[src/design/core_mem_pkg.sv]
package core_mem_pkg;

    // ========================================
    // Bus and memory geometry
    // ========================================
    parameter int GBUS_DATA   = 64;   // Word width on every bus and bank
    parameter int GBUS_ADDR   = 12;   // Top bit selects the bank
    parameter int WMEM_DEPTH  = 512;
    parameter int CACHE_DEPTH = 256;
    parameter int LBUF_DEPTH  = 64;
    parameter int ALERT_DEPTH = 3;    // Slack below full for almost-full

    typedef logic [GBUS_DATA-1:0] gbus_data_t;
    typedef logic [GBUS_ADDR-1:0] gbus_addr_t;

    // ========================================
    // Bank select and read source tags
    // ========================================

    // Value of the address MSB
    typedef enum logic {
        SEL_WMEM  = 1'b0,
        SEL_CACHE = 1'b1
    } mem_sel_e;

    // Who owns the read issued to a bank this cycle
    typedef enum logic [1:0] {
        SRC_NONE = 2'd0,
        SRC_GBUS = 2'd1,
        SRC_CMEM = 2'd2
    } rd_src_e;

endpackage

[src/design/lbuf_fifo.sv]
`timescale 1ns/1ps

module lbuf_fifo #(
    parameter int DEPTH       = 64,   // Power of two
    parameter int ALERT_DEPTH = 3
) (
    input  logic                      clk,
    input  logic                      rstn,
    input  core_mem_pkg::gbus_data_t  wdata,
    input  logic                      wen,
    input  logic                      ren,
    output core_mem_pkg::gbus_data_t  rdata,
    output logic                      rvalid,
    output logic                      empty,
    output logic                      full,
    output logic                      almost_full
);

    localparam int AW = $clog2(DEPTH);

    core_mem_pkg::gbus_data_t mem [DEPTH];

    logic [AW:0] wptr;    // MSB is the wrap bit
    logic [AW:0] rptr;
    logic [AW:0] count;
    logic        push;
    logic        pop;

    // ========================================
    // Occupancy and flags
    // ========================================
    assign count       = wptr - rptr;   // Wraps correctly with the extra bit
    assign empty       = count == '0;
    assign full        = count == (AW+1)'(DEPTH);
    assign almost_full = count >= (AW+1)'(DEPTH - ALERT_DEPTH);

    assign push = wen && !full;   // Overflow words are dropped
    assign pop  = ren && !empty;

    always_ff @(posedge clk or negedge rstn) begin
        if (!rstn) begin
            wptr <= '0;
            rptr <= '0;
        end else begin
            if (push) begin
                wptr <= wptr + 1'b1;
            end
            if (pop) begin
                rptr <= rptr + 1'b1;
            end
        end
    end

    // ========================================
    // Storage and read port
    // ========================================
    always_ff @(posedge clk) begin
        if (push) begin
            mem[wptr[AW-1:0]] <= wdata;
        end
    end

    always_ff @(posedge clk) begin
        if (pop) begin
            rdata <= mem[rptr[AW-1:0]];
        end
    end

    always_ff @(posedge clk or negedge rstn) begin
        if (!rstn) begin
            rvalid <= 1'b0;
        end else begin
            rvalid <= pop;
        end
    end

    a_count_bound : assert property (@(posedge clk) disable iff (!rstn)
        count <= (AW+1)'(DEPTH))
        else $error("LBUF count above depth");

    // Underflow pop must not produce a word
    a_no_rvalid_underflow : assert property (@(posedge clk) disable iff (!rstn)
        ren && empty |=> !rvalid)
        else $error("rvalid after pop on empty LBUF");

endmodule

[config.mk]
export PLATFORM = sky130hd
export DESIGN_NAME = lbuf_fifo
export DESIGN_NICKNAME = d
export VERILOG_FILES = /design/src/design/core_mem_pkg.sv /design/src/design/lbuf_fifo.sv
export SDC_FILE = /design/constraint.sdc
export NUM_CORES = 2
export LEC_CHECK = 0
export BUFFER_PORTS_ARGS = -buffer_cell sky130_fd_sc_hd__buf_2
export CORE_MARGIN = 3
export CORE_UTILIZATION = 55
export DETAILED_ROUTE_END_ITERATION = 16
export GPL_TIMING_DRIVEN = 0
export PLACE_DENSITY = 0.69
export SLEW_MARGIN = 20
export SYNTH_ARGS = -nofsm -noshare
export SYNTH_HDL_FRONTEND = slang
export SYNTH_SLANG_ARGS = --single-unit
export TNS_END_PERCENT = 1
[constraint.sdc]
create_clock -name clk -period 12.5 [get_ports clk]
set_clock_uncertainty 0.1 [all_clocks]
set_input_delay 1.875 -clock clk [delete_from_list [all_inputs] [get_ports clk]]
set_output_delay 1.875 -clock clk [all_outputs]
set_load 0.02 [all_outputs]
==> metrics.yaml <==
drv_slew: 0
yosysWarnings: 0
r2r_start: "rptr[1]"
swShare_pct: 33.3
drc: 0
final_common_cell: "edfxtp_1"
power.leakage_nw: 56.9
crit_required_ns: 10.52
wl_per_cell_um: 39.7
fillers: 17800
clock-sinks: 4175
io_buffers: 135
clockPowerShare_pct: 29.2
routed_wl_um: 461000
ys_seq_area_share_pct: 79.7
cp_max_fo: 11
post-cts-setup-buffers: 0
layout-drive-gt1-share_pct: 28.5
finalSetupViolCount: 0
cts_tree: "built"
status: "complete, no violations"
drv_cap: 0
comb_power_share_pct: 31.4
firstDrtPassIters: 6
rsz0062_at_grt: "false"
worst-path-buf-inv: 7
regArea_sq_um: 125000
start_util_pct: 55.5
cts_resized: 0
htreeDepth: 5
ys_ff_latch: 4175
cts.clk_slew.worst_paths_ns: 0.07
dp_hpwl_um: 302000
critPathKind: "flop to output port"
grt_max_degree: 65
gp_congestion: 0.853
slowest_stage: "fa_1"
cpPeakStageDelay_ns: 0.67
die_h_um: 541
total_power_mw: 41.2
core.rowCount: 195
core_sq_um: 283000
critPathLaunchType: "flop"
fin_nets: 7576
avgSynthCellArea_sq_um: 23.6
synth_cells: 6667
grt_pass1_wl_um: 636000
powerDensity_nw_per_um2: 226
crit_start: "rptr[1]"
netSwitchingPower_mw: 13.7
p_seq_share_pct: 39.4
clock_path_buffers: 4
grt_use_total_pct: 31.5
holdCritPathClass: "flop to flop"
antenna_found_initial: 31
grt_pass1_vias: 80300
fmax_mhz: 117
multi_input_area_sq_um: 30700
finalCritPeriodShare_pct: 68.5
cp_top_family: "buffers and inverters"
synth_edf_count: 4160
cts_hold_buf: 0
syn2layout_area_growth_pct: 16.2
peakVddDrop_mv: 0.186
final_cell_mix: "4,160 x edfxtp_1, 1,002 x mux4_2, 413 x clkbuf_16, 314 x a22oi_1, 290 x clkbuf_1"
synth_fp_nets: 6744
ant_nets: 0
ys_async_sr_fraction_pct: 0.359
post-place-ws_ns: 5.33
setup_ws_ns: 3.94
min_from: "wptr[6]"
fin_crit_ns: 8.56
synth-main-ff-cell: "edfxtp_1"
worstMarginPinSlew_ns: 1.24
vias_per_cell: 6.94
overflow: 0
die_x_um: 541
ioPinCount: 136
crit_path_end_kind: "output port"
syn-cell-area_sq_um: 157000
hold_viol: 0
cp_common_cell: "buf_2"
worst_skew_pair.late_latency_ns: 0.98
slew_headroom_pct: 16.5
cts_buffers: 410
crit_arrival_ns: 6.58
drtIter0Drc: 13200
p_int_mw: 27.5
ys_types: 52
crit_chain: "buf_2 > buf_2 > buf_2 > inv_2 > buf_1 > fa_1 > a211oi_1 > o21bai_1 > a21oi_1 > xor2_1 > buf_2 > o41ai_1 > buf_2"
dr_total_vias: 80600
dieArea_sq_um: 292000
cts_root_buf: "clkbuf_16"
[cell type report]
class / instances / share of cell area, %
antenna: 39 / 0.0534
buffer: 375 / 0.917
clock buffer: 518 / 5.88
clock inverter: 222 / 1.24
inverter: 10 / 0.0233
multi-input combinational: 2107 / 16.8
sequential: 4175 / 68.6
tap: 3743 / 2.56
timing repair buffer: 420 / 3.86
[flip-flops by register name (all words and copies together), names as in the netlist]
| signal | flops |
|---|---|
| rdata | 64 |
| mem | 4096 |
| wptr | 7 |
| rptr | 7 |
| rvalid | 1 |
[path summary, 6_finish.rpt]
check | to | cells past startpoint | slack, ns
worst max-delay path | almost_full | 13 | 3.94
worst min register to register | wptr[6] | 1 | 0.42
max in group asynchronous | wptr[0] | 1 | 11.14
worst max register to register | mem[3][5] | 18 | 4.73
min in group asynchronous | rptr[2] | 1 | 0.77
worst min-delay path | wptr[6] | 1 | 0.42
[metal layers]
layer,track usage (%),up-vias,share of wire [%]
met4,14.4,12,5.3
met1,41.5,42400,34
met5,0,-,0.022
met2,49.2,6252,47
li1,-,30700,-
met3,9.35,1233,14
[cells in the mapped netlist, types with 28 or more instances]
library cell	instances	share of area, %
a21oi_1	131	0.42
a221o_1	50	0.32
a221oi_1	28	0.16
a22oi_1	314	1.5
buf_2	116	0.37
clkbuf_1	221	0.53
edfxtp_1	4160	79
mux2i_1	88	0.56
mux4_2	1002	14
nand2_1	80	0.19
nor2_1	106	0.25
o211ai_1	33	0.16
o21ai_0	78	0.25
o22ai_1	47	0.19
[cells by family after synthesis]
family                   after synthesis  share of synthesized area [%]
adder cells (fa/ha/maj)                9                         0.0764
buffers and inverters                385                           1.06
AND/OR/NAND/NOR                      211                          0.552
AO/OA/AOI/OAI                        778                           3.59
XOR/XNOR                              17                         0.0947
multiplexers                        1092                           14.9
flip-flops                          4175                           79.7
[worst reg2reg max path, stage by stage, from the launching register on]
cell and delay [ns]:
dfrtp_1 0.37, buf_2 0.43, buf_2 0.31, buf_2 0.56, inv_2 0.39, buf_1 0.62
fa_1 0.68, a211oi_1 0.39, o21bai_1 0.18, a21oi_1 0.37, xor2_1 0.47, buf_2 0.35
o211ai_1 0.34, buf_4 0.28, buf_4 0.18, nor2_4 0.64, buf_16 0.26, buf_12 0.26
buf_12 0.21
[per-stage QoR]
step | setup TNS, ns | area (sq um) | cells | hold slack, ns | util, %
detailed placement | 0 | 169000 | 10800 | 0.398 | 59.8
finish | 0 | 183000 | 11600 | 0.422 | 64.5
global route | 0 | 183000 | 11600 | 0.444 | 64.4
global placement | -103.78 | 163000 | 10500 | 0.379 | 57.4
floorplan | 0 | 157000 | 6667 | 0.366 | -
CTS | 0 | 182000 | 11600 | 0.398 | 64.4
[power by group through the flow]
stage	Clock, mW	Sequential, mW	Combinational, mW
3_3_place_gp	0	16.7	12.1
3_5_place_dp	0	16.6	12.6
5_1_grt	12.6	16.3	13.3
6_report	12.0	16.3	12.9
4_1_cts	12.1	16.3	12.7
2_1_floorplan	0	16.7	7.00
(Power assumes the default switching activity.)
