[src/design/core_mem_pkg.sv]
package core_mem_pkg;

    // ========================================
    // Bus and memory geometry
    // ========================================
    parameter int GBUS_DATA   = 64;   // Word width on every bus and bank
    parameter int GBUS_ADDR   = 12;   // Top bit selects the bank
    parameter int WMEM_DEPTH  = 512;
    parameter int CACHE_DEPTH = 256;
    parameter int LBUF_DEPTH  = 64;
    parameter int ALERT_DEPTH = 3;    // Slack below full for almost-full

    typedef logic [GBUS_DATA-1:0] gbus_data_t;
    typedef logic [GBUS_ADDR-1:0] gbus_addr_t;

    // ========================================
    // Bank select and read source tags
    // ========================================

    // Value of the address MSB
    typedef enum logic {
        SEL_WMEM  = 1'b0,
        SEL_CACHE = 1'b1
    } mem_sel_e;

    // Who owns the read issued to a bank this cycle
    typedef enum logic [1:0] {
        SRC_NONE = 2'd0,
        SRC_GBUS = 2'd1,
        SRC_CMEM = 2'd2
    } rd_src_e;

endpackage

[src/design/mem_port_if.sv]
`timescale 1ns/1ps

// Access port of one single-port bank
interface mem_port_if #(
    parameter int DEPTH = 256
);
    localparam int AW = $clog2(DEPTH);

    logic [AW-1:0]             addr;
    logic                      wen;
    core_mem_pkg::gbus_data_t  wdata;
    logic                      ren;
    core_mem_pkg::gbus_data_t  rdata;   // Valid the cycle after ren

    // Request side, driven by the decoder
    modport ctrl (
        output addr, wen, wdata, ren
    );

    // The memory itself
    modport bank (
        input  addr, wen, wdata, ren,
        output rdata
    );

    // Read-return side only looks at data
    modport ret (
        input  rdata
    );

endinterface

[src/design/core_mem_decode.sv]
`timescale 1ns/1ps

module core_mem_decode (
    input  core_mem_pkg::gbus_addr_t  gbus_addr,
    input  logic                      gbus_wen,
    input  core_mem_pkg::gbus_data_t  gbus_wdata,
    input  logic                      gbus_ren,
    input  core_mem_pkg::gbus_addr_t  cmem_raddr,
    input  logic                      cmem_ren,
    mem_port_if.ctrl                  wmem_port,
    mem_port_if.ctrl                  cache_port,
    output core_mem_pkg::rd_src_e     wmem_src,
    output core_mem_pkg::rd_src_e     cache_src
);

    core_mem_pkg::mem_sel_e gbus_sel;
    core_mem_pkg::mem_sel_e cmem_sel;
    logic                   gbus_act;

    // GBUS read wins the tag, the environment keeps CMEM off that bank
    function automatic core_mem_pkg::rd_src_e src_tag(input logic gbus_rd,
                                                      input logic cmem_rd);
        if (gbus_rd) begin
            return core_mem_pkg::SRC_GBUS;
        end
        if (cmem_rd) begin
            return core_mem_pkg::SRC_CMEM;
        end
        return core_mem_pkg::SRC_NONE;
    endfunction

    assign gbus_sel = core_mem_pkg::mem_sel_e'(gbus_addr[core_mem_pkg::GBUS_ADDR-1]);
    assign cmem_sel = core_mem_pkg::mem_sel_e'(cmem_raddr[core_mem_pkg::GBUS_ADDR-1]);
    assign gbus_act = gbus_wen || gbus_ren;

    // ========================================
    // Weight memory
    // ========================================
    always_comb begin
        if (gbus_act && gbus_sel == core_mem_pkg::SEL_WMEM) begin
            wmem_port.addr = gbus_addr[wmem_port.AW-1:0];   // Upper bits alias
        end else begin
            wmem_port.addr = cmem_raddr[wmem_port.AW-1:0];
        end
        wmem_port.wen   = gbus_wen && gbus_sel == core_mem_pkg::SEL_WMEM;
        wmem_port.wdata = gbus_wdata;
        wmem_src = src_tag(gbus_ren && gbus_sel == core_mem_pkg::SEL_WMEM,
                           cmem_ren && cmem_sel == core_mem_pkg::SEL_WMEM);
        wmem_port.ren   = wmem_src != core_mem_pkg::SRC_NONE;
    end

    // ========================================
    // KV cache
    // ========================================
    always_comb begin
        if (gbus_act && gbus_sel == core_mem_pkg::SEL_CACHE) begin
            cache_port.addr = gbus_addr[cache_port.AW-1:0];
        end else begin
            cache_port.addr = cmem_raddr[cache_port.AW-1:0];
        end
        cache_port.wen   = gbus_wen && gbus_sel == core_mem_pkg::SEL_CACHE;
        cache_port.wdata = gbus_wdata;
        cache_src = src_tag(gbus_ren && gbus_sel == core_mem_pkg::SEL_CACHE,
                            cmem_ren && cmem_sel == core_mem_pkg::SEL_CACHE);
        cache_port.ren   = cache_src != core_mem_pkg::SRC_NONE;
    end

    // Environment rules, checked once inputs settle
    always_comb begin
        a_no_bank_collision : assert final (!(gbus_act && cmem_ren && gbus_sel == cmem_sel))
            else $error("GBUS and CMEM target the same bank in one cycle");
        a_gbus_wr_rd_excl : assert final (!(gbus_wen && gbus_ren))
            else $error("gbus_wen and gbus_ren high together");
    end

endmodule

[src/flat_wrapper.sv]
// flat-port wrapper written by rule: the top's interface ports become plain ports
module core_mem_decode_flat 
  (gbus_addr, gbus_wen, gbus_wdata, gbus_ren, cmem_raddr, cmem_ren, wmem_src, cache_src, wmem_port_addr, wmem_port_wen, wmem_port_wdata, wmem_port_ren, cache_port_addr, cache_port_wen, cache_port_wdata, cache_port_ren);
  mem_port_if wmem_port_i ();
  mem_port_if cache_port_i ();
  input  core_mem_pkg::gbus_addr_t gbus_addr;
  input  logic gbus_wen;
  input  core_mem_pkg::gbus_data_t gbus_wdata;
  input  logic gbus_ren;
  input  core_mem_pkg::gbus_addr_t cmem_raddr;
  input  logic cmem_ren;
  output core_mem_pkg::rd_src_e wmem_src;
  output core_mem_pkg::rd_src_e cache_src;
  output wire logic [$bits(wmem_port_i.addr)-1:0] wmem_port_addr;
  output wire logic [$bits(wmem_port_i.wen)-1:0] wmem_port_wen;
  output wire logic [$bits(wmem_port_i.wdata)-1:0] wmem_port_wdata;
  output wire logic [$bits(wmem_port_i.ren)-1:0] wmem_port_ren;
  output wire logic [$bits(cache_port_i.addr)-1:0] cache_port_addr;
  output wire logic [$bits(cache_port_i.wen)-1:0] cache_port_wen;
  output wire logic [$bits(cache_port_i.wdata)-1:0] cache_port_wdata;
  output wire logic [$bits(cache_port_i.ren)-1:0] cache_port_ren;
  assign wmem_port_addr = wmem_port_i.addr;
  assign wmem_port_wen = wmem_port_i.wen;
  assign wmem_port_wdata = wmem_port_i.wdata;
  assign wmem_port_ren = wmem_port_i.ren;
  assign cache_port_addr = cache_port_i.addr;
  assign cache_port_wen = cache_port_i.wen;
  assign cache_port_wdata = cache_port_i.wdata;
  assign cache_port_ren = cache_port_i.ren;
  core_mem_decode u_core (.gbus_addr(gbus_addr), .gbus_wen(gbus_wen), .gbus_wdata(gbus_wdata), .gbus_ren(gbus_ren), .cmem_raddr(cmem_raddr), .cmem_ren(cmem_ren), .wmem_port(wmem_port_i), .cache_port(cache_port_i), .wmem_src(wmem_src), .cache_src(cache_src));
endmodule
[config.mk]
export PLATFORM = sky130hd
export DESIGN_NAME = core_mem_decode_flat
export DESIGN_NICKNAME = d
export VERILOG_FILES = /design/src/design/core_mem_pkg.sv /design/src/design/mem_port_if.sv /design/src/design/core_mem_decode.sv /design/src/flat_wrapper.sv
export SDC_FILE = /design/constraint.sdc
export NUM_CORES = 1
export LEC_CHECK = 0
export BUFFER_PORTS_ARGS = -buffer_cell sky130_fd_sc_hd__buf_2
export CAP_MARGIN = 10
export CORE_AREA = 2 2 94 96
export DETAILED_ROUTE_END_ITERATION = 12
export DIE_AREA = 0 0 96 98
export REMOVE_ABC_BUFFERS = 1
export SLEW_MARGIN = 15
export SYNTH_ARGS = -nofsm -noshare
export SYNTH_HDL_FRONTEND = slang
export SYNTH_SLANG_ARGS = --single-unit
[constraint.sdc]
create_clock -name vclk -period 1.6
set_clock_uncertainty 0.15 [all_clocks]
set_input_delay 0 -clock vclk [all_inputs]
set_output_delay 0 -clock vclk [all_outputs]
set_load 0.02 [all_outputs]
==> results.ini <==
[grt]
grt_first_pass_wirelength_mm=15.4
grt_pass1_vias=901
grt_max_degree=9
grt_usage=0.272
overflow=0
antenna_found_initial=4

[place]
globalplace.congestion=0.791
dpl-instance-area_um2=632
dpl_worst_slack_ps=393
post-dp-hpwl_mm=11.2
numPortBuffers=45

[logic_synthesis]
syn_avg_cell_area_um2=7.90
seq_area_frac_synth=0
yosys.area.top_type=buf_4
synth_cell_type_count=10
synthesis.area_um2=1230
syn_inst=156
synth.area.top_cells=buf_4 (78%), mux2_2 (15%), nand2b_1 (1.5%), o21bai_4 (1.5%), o21ai_4 (1.3%)
synth_top_area_frac=0.780
yosysWarnings=0

[floorplan]
core_um2=8470
die_area_um2=9410
num_rows=34
die_w_um=96
start_util=0.146
ios=243
die_height_um=98

[critical_path]
endpoint_kind=primary output
cp_max_fo=8
crit_path_max_incr_delay_ps=390
slowest_stage=mux2_2
cp_top_family=multiplexers
arrival_ps=1060
crit_chain=buf_2, o21ai_4, mux2_2, buf_2
cpMostUsedCell=buf_2
crit_end=cache_port_addr[2]
start_kind=input port
crit_start=gbus_wen
cp_num_buf_inv=2
cp.required_ps=1450
cp.depth=4
worstSetupPathType=input port to primary output

[pwr]
powerDensity_nw_per_um2=580
p_leak_nw=0.553
ir_worst_vdd_mv=0.135

[drt]
drt-total-wl_mm=13.6
via_count=1043
drt_iter0_drc=88
drc=0
wl_per_cell_um=54.1
routed_via_density=4.16
drtPass1Iterations=4
ant_nets=0

[timing]
grt_setup_unrepaired=no
hold_viol_final=0
fin_crit_ps=1210
setup_violations=0
worst_pin_slew_ps=711
drv_slew=0
layout_setup_ws_ps=393
max_slew_margin=0.524
max_freq_mhz=829
finalCritPeriodShare=0.754
setup-tns-final_ps=0

[cells_and_area]
fin_area_um2=1290
fillers=962
final_common_cell=dlygate4sd3_1
design.seq.count=0
nets=230
regArea_um2=0
final_layout_size_suffix_gt1_frac=0.460
clock_buffers=0
layout_common_cells=dlygate4sd3_1 (64), buf_2 (45), mux2_2 (16), nand2b_1 (3)
syn2layout_area_growth_pct=4.47

[clocking]
post_cts_buffers=0
cts_resized=0

[outcome]
status=complete, no violations

[worst_hold_path]
hold_path_class=input port to primary output

[flow_run]
cap_violations=0

cells in the mapped netlist:
master    instances
and2_1            2
and2b_1           1
buf_4           128
mux2_2           16
nand2_1           1
nand2b_1          3
nor2_1            2
nor2b_1           1
o21ai_4           1
o21bai_4          1
per-layer routing:
metal / share of wire / vias to the layer above / wire, um / track usage
li1: - / 337 / - / -
met1: 0.25 / 482 / 3370 / 0.202
met3: 0.22 / 22 / 2940 / 0.268
met4: 0.035 / 0 / 478 / 0.0912
met5: 0 / - / 0 / 0
met2: 0.50 / 202 / 6780 / 0.471
cell type report:
cell class | instances | area [um^2] | area share
timing repair buffer | 109 | 866 | 0.672
tap | 108 | 135 | 0.105
multi-input combinational | 28 | 272 | 0.211
antenna | 6 | 15.0 | 0.0117
how the worst min path moves through the flow:
stage / from / end / slack [ps] / cells after the start
after detailed placement: gbus_wdata[12] / cache_port_wdata[12] / -150 / 0
after global placement: gbus_wdata[12] / cache_port_wdata[12] / -150 / 0
after floorplan: gbus_wdata[0] / cache_port_wdata[0] / -150 / 0
after CTS: gbus_addr[6] / wmem_port_addr[6] / 210 / 3
final: cmem_raddr[6] / wmem_port_addr[6] / 210 / 3
after global routing: gbus_addr[6] / wmem_port_addr[6] / 220 / 3
power by group:
part | switching (W) | internal [W]
clock | 0 | 0.000000000502
sequential | 0 | 0
combinational | 0.000549 | 0.000197
total | 0.000549 | 0.000197
logic make-up after synthesis:
kind of cell / count (synthesis) / synth area share
buf+inv: 128 / 0.780
mux: 16 / 0.146
compound gates: 2 / 0.0284
simple gates: 10 / 0.0457
through the flow:
stage | util | instances | total power, W | hold slack [ps]
CTS | 0.150 | 245 | 0.000745 | 208
finish | 0.152 | 251 | 0.000746 | 208
global placement | 0.0746 | 181 | 0.000212 | -149
detailed placement | 0.0746 | 181 | 0.000216 | -149
global route | 0.151 | 249 | 0.000757 | 222
floorplan | - | 28 | 0.000125 | -150
what timing repair did:
action	in CTS	in global routing
hold buffers	64	0
endpoints found under the setup margin	0	0
endpoints found under the hold margin	128	0
Note: power is estimated with default switching activity, not from simulation.
