==> src/design/core_mem_pkg.sv <==
package core_mem_pkg;

    // ========================================
    // Bus and memory geometry
    // ========================================
    parameter int GBUS_DATA   = 64;   // Word width on every bus and bank
    parameter int GBUS_ADDR   = 12;   // Top bit selects the bank
    parameter int WMEM_DEPTH  = 512;
    parameter int CACHE_DEPTH = 256;
    parameter int LBUF_DEPTH  = 64;
    parameter int ALERT_DEPTH = 3;    // Slack below full for almost-full

    typedef logic [GBUS_DATA-1:0] gbus_data_t;
    typedef logic [GBUS_ADDR-1:0] gbus_addr_t;

    // ========================================
    // Bank select and read source tags
    // ========================================

    // Value of the address MSB
    typedef enum logic {
        SEL_WMEM  = 1'b0,
        SEL_CACHE = 1'b1
    } mem_sel_e;

    // Who owns the read issued to a bank this cycle
    typedef enum logic [1:0] {
        SRC_NONE = 2'd0,
        SRC_GBUS = 2'd1,
        SRC_CMEM = 2'd2
    } rd_src_e;

endpackage

==> src/design/mem_port_if.sv <==
`timescale 1ns/1ps

// Access port of one single-port bank
interface mem_port_if #(
    parameter int DEPTH = 256
);
    localparam int AW = $clog2(DEPTH);

    logic [AW-1:0]             addr;
    logic                      wen;
    core_mem_pkg::gbus_data_t  wdata;
    logic                      ren;
    core_mem_pkg::gbus_data_t  rdata;   // Valid the cycle after ren

    // Request side, driven by the decoder
    modport ctrl (
        output addr, wen, wdata, ren
    );

    // The memory itself
    modport bank (
        input  addr, wen, wdata, ren,
        output rdata
    );

    // Read-return side only looks at data
    modport ret (
        input  rdata
    );

endinterface

==> src/design/core_mem_return.sv <==
`timescale 1ns/1ps

module core_mem_return (
    input  logic                      clk,
    input  logic                      rstn,
    input  core_mem_pkg::rd_src_e     wmem_src,
    input  core_mem_pkg::rd_src_e     cache_src,
    mem_port_if.ret                   wmem_ret,
    mem_port_if.ret                   cache_ret,
    output core_mem_pkg::gbus_data_t  gbus_rdata,
    output logic                      gbus_rvalid,
    output core_mem_pkg::gbus_data_t  lbuf_wdata,
    output logic                      lbuf_wen
);

    core_mem_pkg::rd_src_e wmem_src_q;   // Lines up with bank rdata
    core_mem_pkg::rd_src_e cache_src_q;

    always_ff @(posedge clk or negedge rstn) begin
        if (!rstn) begin
            wmem_src_q  <= core_mem_pkg::SRC_NONE;
            cache_src_q <= core_mem_pkg::SRC_NONE;
        end else begin
            wmem_src_q  <= wmem_src;
            cache_src_q <= cache_src;
        end
    end

    // ========================================
    // Return routing
    // ========================================
    always_comb begin
        gbus_rvalid = 1'b0;
        gbus_rdata  = '0;
        lbuf_wen    = 1'b0;
        lbuf_wdata  = '0;

        if (wmem_src_q == core_mem_pkg::SRC_GBUS) begin
            gbus_rvalid = 1'b1;
            gbus_rdata  = wmem_ret.rdata;
        end else if (cache_src_q == core_mem_pkg::SRC_GBUS) begin
            gbus_rvalid = 1'b1;
            gbus_rdata  = cache_ret.rdata;
        end

        // Aligner ratio is one, so the word goes straight to LBUF
        if (wmem_src_q == core_mem_pkg::SRC_CMEM) begin
            lbuf_wen   = 1'b1;
            lbuf_wdata = wmem_ret.rdata;
        end else if (cache_src_q == core_mem_pkg::SRC_CMEM) begin
            lbuf_wen   = 1'b1;
            lbuf_wdata = cache_ret.rdata;
        end
    end

    a_tags_distinct : assert property (@(posedge clk) disable iff (!rstn)
        !(wmem_src_q != core_mem_pkg::SRC_NONE && wmem_src_q == cache_src_q))
        else $error("Both banks returning to the same source");

endmodule

==> src/flat_wrapper.sv <==
// flat-port wrapper written by rule: the top's interface ports become plain ports
module core_mem_return_flat 
  (clk, rstn, wmem_src, cache_src, gbus_rdata, gbus_rvalid, lbuf_wdata, lbuf_wen, wmem_ret_rdata, cache_ret_rdata);
  mem_port_if wmem_ret_i ();
  mem_port_if cache_ret_i ();
  input  logic clk;
  input  logic rstn;
  input  core_mem_pkg::rd_src_e wmem_src;
  input  core_mem_pkg::rd_src_e cache_src;
  output core_mem_pkg::gbus_data_t gbus_rdata;
  output logic gbus_rvalid;
  output core_mem_pkg::gbus_data_t lbuf_wdata;
  output logic lbuf_wen;
  input wire logic [$bits(wmem_ret_i.rdata)-1:0] wmem_ret_rdata;
  input wire logic [$bits(cache_ret_i.rdata)-1:0] cache_ret_rdata;
  assign wmem_ret_i.rdata = wmem_ret_rdata;
  assign cache_ret_i.rdata = cache_ret_rdata;
  core_mem_return u_core (.clk(clk), .rstn(rstn), .wmem_src(wmem_src), .cache_src(cache_src), .wmem_ret(wmem_ret_i), .cache_ret(cache_ret_i), .gbus_rdata(gbus_rdata), .gbus_rvalid(gbus_rvalid), .lbuf_wdata(lbuf_wdata), .lbuf_wen(lbuf_wen));
endmodule
==> config.mk <==
export PLATFORM = sky130hd
export DESIGN_NAME = core_mem_return_flat
export DESIGN_NICKNAME = d
export VERILOG_FILES = /design/src/design/core_mem_pkg.sv /design/src/design/mem_port_if.sv /design/src/design/core_mem_return.sv /design/src/flat_wrapper.sv
export SDC_FILE = /design/constraint.sdc
export NUM_CORES = 1
export LEC_CHECK = 0
export ABC_AREA = 1
export BUFFER_PORTS_ARGS = -buffer_cell sky130_fd_sc_hd__buf_2
export CAP_MARGIN = 30
export CELL_PAD_IN_SITES_DETAIL_PLACEMENT = 1
export CELL_PAD_IN_SITES_GLOBAL_PLACEMENT = 2
export CORE_MARGIN = 5
export CORE_UTILIZATION = 12
export CTS_CLUSTER_DIAMETER = 60
export CTS_CLUSTER_SIZE = 28
export DETAILED_ROUTE_END_ITERATION = 10
export PLACE_DENSITY_LB_ADDON = 0.1
export SYNTH_ARGS = -nofsm -noshare
export SYNTH_HDL_FRONTEND = slang
export SYNTH_SLANG_ARGS = --single-unit
==> constraint.sdc <==
create_clock -name clk -period 1.12 [get_ports clk]
set_input_delay 0 -clock clk [delete_from_list [all_inputs] [get_ports clk]]
set_output_delay 0 -clock clk [all_outputs]
set_load 0.005 [all_outputs]
==> flow_summary.json, run 1 <==
{
  "syn_to_final_growth_pct": 96.9,
  "grt_max_degree": 33,
  "pin_count": 264,
  "setup_viol": 130,
  "ys_seq_elements": 4,
  "grt_pass1_vias": 4145,
  "slew_headroom": 0.864,
  "critPathCaptureType": "output pin",
  "synth_nets": 572,
  "place_hpwl_um": 11900,
  "via_per_inst": 4.28,
  "port-buffer-count": 263,
  "p_switching_uw": 926,
  "cp_slowest_cell": "dfrtp_2",
  "h-tree-depth": 1,
  "grt.overflow.total": 0,
  "holdCritPathClass": "input port to asynchronous set/reset pin",
  "rsz0062_at_grt": "true",
  "ys_types": 13,
  "p_comb_frac": 0.683,
  "clk_transition_reported_paths_ns": 0.03,
  "violations": "negative setup slack",
  "max_clock_freq_ghz": 0.720,
  "wirelength_um": 15900,
  "dr.pass1.iters": 4,
  "status": "finished with violations",
  "postSynthCellCount": 438,
  "pwr-share-seq": 0.074,
  "cts_made_buffers": 3,
  "min_period_over_period": 1.24,
  "drt-wirelength-per-cell_um": 17.1,
  "antenna_cells": 0,
  "globalRouteTotalUtil": 0.141,
  "p_clk_frac": 0.243,
  "drv_cap": 0,
  "swShare": 0.411,
  "clock_sinks": 4,
  "core_um2": 17200,
  "ant_nets": 0,
  "fin_crit_ns": 1.39,
  "antenna_found_initial": 0,
  "whs_ns": 0.126,
  "synth_area_um2": 2110,
  "p_leak_nw": 2.66,
  "die_w_um": 143,
  "cts_tree": "done",
  "ctsRootBufferMaster": "clkbuf_16",
  "crit_arrival_ns": 1.39,
  "internal-power_mw": 1.33,
  "crit_path_start_kind": "flop",
  "syn_avg_cell_area_um2": 4.81,
  "drt-initial-drc-count": 100,
  "ir_worst_vdd_mv": 0.294,
  "cp.required_ns": 1.12,
  "cp_max_fo": 32,
  "mostFrequentLayoutCell": "buf_2",
  "drive_gt1_frac": 0.464,
  "drc": 0,
  "crit_chain": "inv_4 > nor2_8 > buf_12 > nand3_1 > nand2_1 > buf_2",
  "die_h_um": 143,
  "dieArea_um2": 20300,
  "hold_viol_final": 0,
  "place_congestion": 0.759,
  "final_area_um2": 4150,
  "final_cell_mix": "buf_2, nand2_1, nand3_1",
  "fin_util": 0.241,
  "clockBufferDepth": 2,
  "ys_warn_count": 0,
  "crit_type": "flop to output pin",
  "power_mw": 2.25,
  "placed_area_um2": 3700,
  "num_vias": 3966,
  "drv_slew": 0,
  "pre_cts_ws_ns": -0.101,
  "power_density_nw_per_um2": 543,
  "yosysSeqAreaShare": 0.0475,
  "grt_pass1_wl_um": 23300,
  "start_util": 0.122,
  "postLayoutSetupSlackWorst_ns": -0.268,
  "nets": 838,
  "tightest_slew_ns": 0.202,
  "num_rows": 48,
  "cpPeakStageDelay_ns": 0.43
}
==> stage by stage <==
stage               setup TNS (ns)  cells
finish                      -27.47    927
global route                -38.52    927
CTS                         -30.07    925
detailed placement           -5.96    912
global placement             -3.87    912
floorplan                        0    438
==> critical path, delay by kind of cell, from the launching register on <==
kind / cells / cell delay (ns)
DFF: 1 / 0.43
buffers and inverters: 3 / 0.40
and+or+nand+nor: 3 / 0.30
==> Yosys cell counts <==
master | n | area, um2
buf_6 | 11 | 124
nand2_1 | 258 | 968
inv_2 | 4 | 15.0
nor2_8 | 2 | 40.0
nand3_1 | 128 | 641
clkbuf_8 | 2 | 27.5
o21ai_0 | 2 | 10.0
inv_1 | 2 | 7.51
buf_2 | 7 | 35.0
clkbuf_1 | 11 | 41.3
buf_4 | 1 | 7.51
buf_8 | 6 | 90.1
dfrtp_1 | 4 | 100
==> cell type report <==
cell class	count	area (um2)
inverters	6	47.5
flip-flops and latches	4	103
well taps	225	282
fillers	2291	13100
multi-input cells	390	1740
clock buffers	3	75.1
repair buffers	299	1900
==> state kept, by name (all words and copies together), names as in the netlist <==
register and cells:
u_core.wmem_src_q 2, u_core.cache_src_q 2
==> path summary, 6_finish.rpt <==
kind	startpoint	to	slack [ns]
max	u_core.cache_src_q[1]	lbuf_wdata[24]	-0.27
min	rstn	u_core.cache_src_q[0]	0.13
max in group asynchronous	rstn	u_core.cache_src_q[1]	0.86
min in group clk	wmem_ret_rdata[57]	gbus_rdata[57]	0.28
==> cells by family after synthesis <==
kind of cell           count (synthesis)  synth area share
AOI/OAI and AO/OA                      2           0.00475
buffers and inverters                 44             0.165
DFF                                    4            0.0475
and+or+nand+nor                      388             0.783
==> power groups by stage <==
| stage | clock, mW | combinational (mW) | sequential, mW |
|---|---|---|---|
| finish | 0.547 | 1.54 | 0.167 |
| global route | 0.571 | 1.71 | 0.169 |
| CTS | 0.556 | 1.52 | 0.167 |
| detailed placement | 0 | 1.42 | 0.165 |
| global placement | 0 | 1.41 | 0.165 |
| floorplan | 0 | 0.593 | 0.163 |
==> layer usage <==
metal	part of all wire	track usage
met5	0	0
met4	0.0020	0.00900
met3	0.068	0.0319
met2	0.52	0.264
met1	0.41	0.170
==> timing repair <==
item,in CTS,in global routing
hold buffers,5,0
hold endpoints to repair,8,0
setup endpoints to repair,130,130
pin swaps,1,3
gates resized for setup,25,23
buffers inserted,2,0
cloned,3,4
(Power assumes the default switching activity.)
==> run 2, diff against run 1 <==
- ABC_AREA: 1 -> unset
- CORE_UTILIZATION: 12 -> 18
==> flow_summary.json, run 2 <==
{
  "status": "finished with violations",
  "violations": "negative setup slack",
  "rsz0062_at_grt": "true",
  "crit_chain": "nand2b_4 > buf_12 > a31o_2 > buf_2",
  "hold_viol_final": 0,
  "via_per_inst": 5.07,
  "dp.cells": 736,
  "die_h_um": 132,
  "grt.overflow.total": 0,
  "cp.required_ns": 1.12,
  "wl_met3_um": 1120,
  "drc": 0,
  "pin_count": 264,
  "top_layer_used": "met4",
  "place_congestion": 0.766,
  "drv_slew": 0,
  "cts_made_buffers": 3,
  "synth_most_common_cell": "and3b_1",
  "yosys.area.top_type": "and3b_1",
  "grt_pass1_vias": 4084,
  "placed_area_um2": 4300,
  "num_rows": 44,
  "cp_slowest_cell": "dfrtp_2",
  "power_mw": 2.51,
  "yosysSeqAreaShare": 0.0373,
  "endpoint": "lbuf_wdata[31]",
  "die_w_um": 132,
  "final_area_um2": 4700,
  "drv_cap": 0,
  "crit_type": "flop to output pin",
  "clockBufferDepth": 2,
  "dieArea_um2": 17400,
  "synth-edff-count": 0,
  "clk_transition_reported_paths_ns": 0.03,
  "h-tree-depth": 1,
  "min_period_over_period": 1.34,
  "syn_avg_cell_area_um2": 8.27,
  "nets": 700,
  "num_vias": 3807,
  "fin_util": 0.322,
  "holdCritPathClass": "input port to asynchronous set/reset pin",
  "cpPeakStageDelay_ns": 0.47,
  "grt_max_degree": 81,
  "syn_to_final_growth_pct": 75.4,
  "crit_path_start_kind": "flop",
  "tightest_slew_ns": 0.278,
  "ant_nets": 0,
  "power_density_nw_per_um2": 534,
  "place_hpwl_um": 11100,
  "final_cells": 751,
  "wirelength_um": 15500,
  "ys_async_sr_fraction": 1.00,
  "path_buf_inv": 2,
  "crit_path_start": "u_core.wmem_src_q[0]",
  "core_um2": 14600,
  "fin_crit_ns": 1.50,
  "dr.pass1.iters": 4,
  "wl_met1_um": 6440,
  "critPathCaptureType": "output pin",
  "dr_wl_met2_um": 7640,
  "crit_family": "flip-flops",
  "slew_headroom": 0.814,
  "ys_seq_elements": 4,
  "synth_nets": 458,
  "grt_pass1_wl_um": 23100,
  "start_util": 0.184,
  "globalRouteTotalUtil": 0.156,
  "port-buffer-count": 263,
  "ctsRootBufferMaster": "clkbuf_16",
  "drt-wirelength-per-cell_um": 20.6,
  "ir_worst_vdd_mv": 0.505,
  "synth-main-ff-cell": "dfrtp_1",
  "crit_arrival_ns": 1.50,
  "final_cell_mix": "buf_2, and3b_1, a31o_2",
  "synth_area_leaders": "and3b_1, a31o_2, a31o_1",
  "mostFrequentLayoutCell": "buf_2",
  "synthTopCellsByCount": "and3b_1, a31o_2, buf_2, a31o_1, clkbuf_1",
  "drive_gt1_frac": 0.712,
  "setup_tns_ns": -45.12,
  "clock_sinks": 4,
  "p_leak_nw": 2.87,
  "antenna_found_initial": 2,
  "setup_viol": 130,
  "postSynthCellCount": 324,
  "drt-initial-drc-count": 120,
  "max_clock_freq_ghz": 0.666,
  "cts_tree": "done",
  "ys_types": 11,
  "reg_top3": "u_core.cache_src_q x2, u_core.wmem_src_q x2",
  "cp_max_fo": 30,
  "cp_num_cells": 4,
  "synth_top_area_frac": 0.418,
  "postLayoutSetupSlackWorst_ns": -0.382,
  "ys_warn_count": 0,
  "synth_area_um2": 2680
}
-- run 2: changes by cell type after synthesis, sizes merged, moves of 2 or more --
cell    previous run  this run
nor2b              0         2
a31o               0       128
inv                6         2
buf               25        42
and3b              0       128
nand2b             0         2
nor2               2         0
nand2            258         0
nand3            128         0
-- run 2: metal layers --
layer,up-vias,track usage
li1,1795,-
met1,1838,0.190
met2,156,0.275
met3,18,0.0405
met4,0,0.0349
met5,-,0
-- run 2: worst min path at each step --
stage / depth (start not counted) / endpoint / slack, ns / startpoint
floorplan: 0 / u_core.cache_src_q[0] / -0.30 / rstn
global placement: 1 / u_core.cache_src_q[0] / -0.18 / rstn
detailed placement: 1 / u_core.cache_src_q[0] / -0.18 / rstn
CTS: 2 / u_core.wmem_src_q[0] / 0.12 / rstn
global route: 2 / u_core.wmem_src_q[1] / 0.15 / rstn
finish: 2 / u_core.cache_src_q[0] / 0.13 / rstn
-- run 2: layout make-up --
cell class | count | area (um2)
fillers | 1759 | 9890
well taps | 184 | 230
multi-input cells | 262 | 2310
flip-flops and latches | 4 | 103
clock buffers | 4 | 78.8
repair buffers | 293 | 1970
diodes | 2 | 5.00
inverters | 2 | 7.51
-- run 2: power by group --
part	internal [mW]	switching (mW)
combinational	0.996	0.777
clock	0.470	0.0992
sequential	0.154	0.0138
-- run 2: stage by stage --
stage / hold slack [ns] / setup slack, ns
finish: 0.127 / -0.382
global route: 0.148 / -0.440
CTS: 0.124 / -0.387
detailed placement: -0.177 / -0.151
global placement: -0.178 / -0.141
floorplan: -0.296 / 0.0472
-- run 2: cells by family (layout without fill, tap and decap cells) --
family                 after synthesis  in the layout  share of synthesized area
buffers and inverters               58            299                      0.113
flip-flops                           4              4                     0.0373
AO/OA/AOI/OAI                      130            130                      0.422
other                                0              2                          0
AND/OR/NAND/NOR                    132            132                      0.428
-- run 2: what timing repair did --
item | CTS | global route
endpoints found under the hold margin | 8 | 0
resized for setup | 18 | 16
setup buffers | 0 | 1
hold buffers | 5 | 0
setup endpoints to repair | 130 | 130
gates cloned | 0 | 3
==> run 3, diff against run 2 <==
- RECOVER_POWER: unset -> 50
==> flow_summary.json, run 3 (synthesis gave the netlist of run 2 again) <==
{
  "status": "finished with violations",
  "violations": "negative setup slack",
  "p_leak_nw": 2.87,
  "mostFrequentLayoutCell": "buf_2",
  "grt_pass1_wl_um": 23100,
  "pre_cts_ws_ns": -0.151,
  "clk_transition_reported_paths_ns": 0.03,
  "crit_type": "flop to output pin",
  "final_cells": 751,
  "die_w_um": 132,
  "place_hpwl_um": 11100,
  "clockBufferDepth": 2,
  "crit_chain": "nand2b_4 > buf_12 > a31o_2 > buf_2",
  "globalRouteTotalUtil": 0.156,
  "drive_gt1_frac": 0.710,
  "place_congestion": 0.766,
  "setup_tns_ns": -45.09,
  "grt_max_degree": 81,
  "grtUsageMet3": 0.0405,
  "cp_max_fo": 30,
  "holdCritPathClass": "input port to asynchronous set/reset pin",
  "fillerInstances": 1760,
  "placed_area_um2": 4300,
  "cp.required_ns": 1.12,
  "critPathCaptureType": "output pin",
  "via_per_inst": 5.08,
  "drv_slew": 0,
  "tightest_slew_ns": 0.291,
  "power_mw": 2.51,
  "nets": 700,
  "ctsRootBufferMaster": "clkbuf_16",
  "use_met1": 0.190,
  "rsz0062_at_grt": "true",
  "max_clock_freq_ghz": 0.666,
  "num_rows": 44,
  "fin_crit_ns": 1.50,
  "power_density_nw_per_um2": 534,
  "crit_arrival_ns": 1.50,
  "dieArea_um2": 17400,
  "die_h_um": 132,
  "port-buffer-count": 263,
  "dr.pass1.iters": 4,
  "syn_to_final_growth_pct": 75.4,
  "drv_cap": 0,
  "ant_nets": 0,
  "pin_count": 264,
  "core_um2": 14600,
  "num_vias": 3812,
  "clock_sinks": 4,
  "antenna_found_initial": 2,
  "setup_viol": 130,
  "cpPeakStageDelay_ns": 0.47,
  "dp.cells": 736,
  "drt-wirelength-per-cell_um": 20.6,
  "start_util": 0.184,
  "postLayoutSetupSlackWorst_ns": -0.382,
  "fin_util": 0.322,
  "final_area_um2": 4700,
  "drt-initial-drc-count": 123,
  "cp_slowest_cell": "dfrtp_2",
  "cts_made_buffers": 3,
  "min_period_over_period": 1.34,
  "grt.overflow.total": 0,
  "whs_ns": 0.167,
  "wirelength_um": 15500,
  "crit_path_start_kind": "flop",
  "slew_headroom": 0.806,
  "hold_viol_final": 0,
  "cts_tree": "done",
  "ir_worst_vdd_mv": 0.505,
  "busiest_layer": "met2",
  "globalRouteMet2Util": 0.275,
  "drc": 0,
  "reg_top3": "u_core.cache_src_q x2, u_core.wmem_src_q x2",
  "h-tree-depth": 1,
  "final_cell_mix": "buf_2, and3b_1, a31o_2",
  "grt_pass1_vias": 4084
}
## run 3: cell count changes in the layout (fill, tap and decap cells not counted), sizes merged
cell,change
buf,-1
clkbuf,+1
## run 3: worst max path at each step
stage	from	to	slack [ns]	cells after the start
floorplan	u_core.wmem_src_q[0]	lbuf_wdata[44]	0.05	4
global placement	u_core.wmem_src_q[0]	lbuf_wdata[2]	-0.14	4
detailed placement	u_core.wmem_src_q[0]	lbuf_wdata[25]	-0.15	4
CTS	u_core.wmem_src_q[0]	lbuf_wdata[2]	-0.39	4
global route	u_core.wmem_src_q[0]	lbuf_wdata[63]	-0.44	4
finish	u_core.wmem_src_q[0]	lbuf_wdata[31]	-0.38	4
## run 3: repair_timing
| action | CTS | global route |
|---|---|---|
| gates resized for setup | 18 | 16 |
| cloned | 0 | 3 |
| endpoints found under the setup margin | 130 | 130 |
| endpoints found under the hold margin | 8 | 0 |
| hold buffers | 5 | 0 |
| buffers inserted | 0 | 1 |
## run 3: layer usage
layer | up-vias | wire [um]
li1 | 1796 | -
met1 | 1842 | 6430
met2 | 156 | 7650
met3 | 18 | 1120
met4 | 0 | 301
met5 | - | 0
## run 3: final cells by class
cell class	count	area, um2	share of cell area
well taps	184	230	0.0490
inverters	2	7.51	0.00160
flip-flops and latches	4	103	0.0218
repair buffers	293	1960	0.418
clock buffers	4	78.8	0.0168
diodes	2	5.00	0.00106
multi-input cells	262	2310	0.492
## run 3: critical path, delay by kind of cell (launching register included)
| family | cells | cell delay [ns] |
|---|---|---|
| AND/OR/NAND/NOR | 1 | 0.23 |
| AO/OA/AOI/OAI | 1 | 0.25 |
| buffers and inverters | 2 | 0.31 |
| flip-flops | 1 | 0.47 |
## run 3: report_power, final
group	internal, mW	switching (mW)
Clock	0.470	0.0992
Combinational	0.996	0.777
Sequential	0.154	0.0138
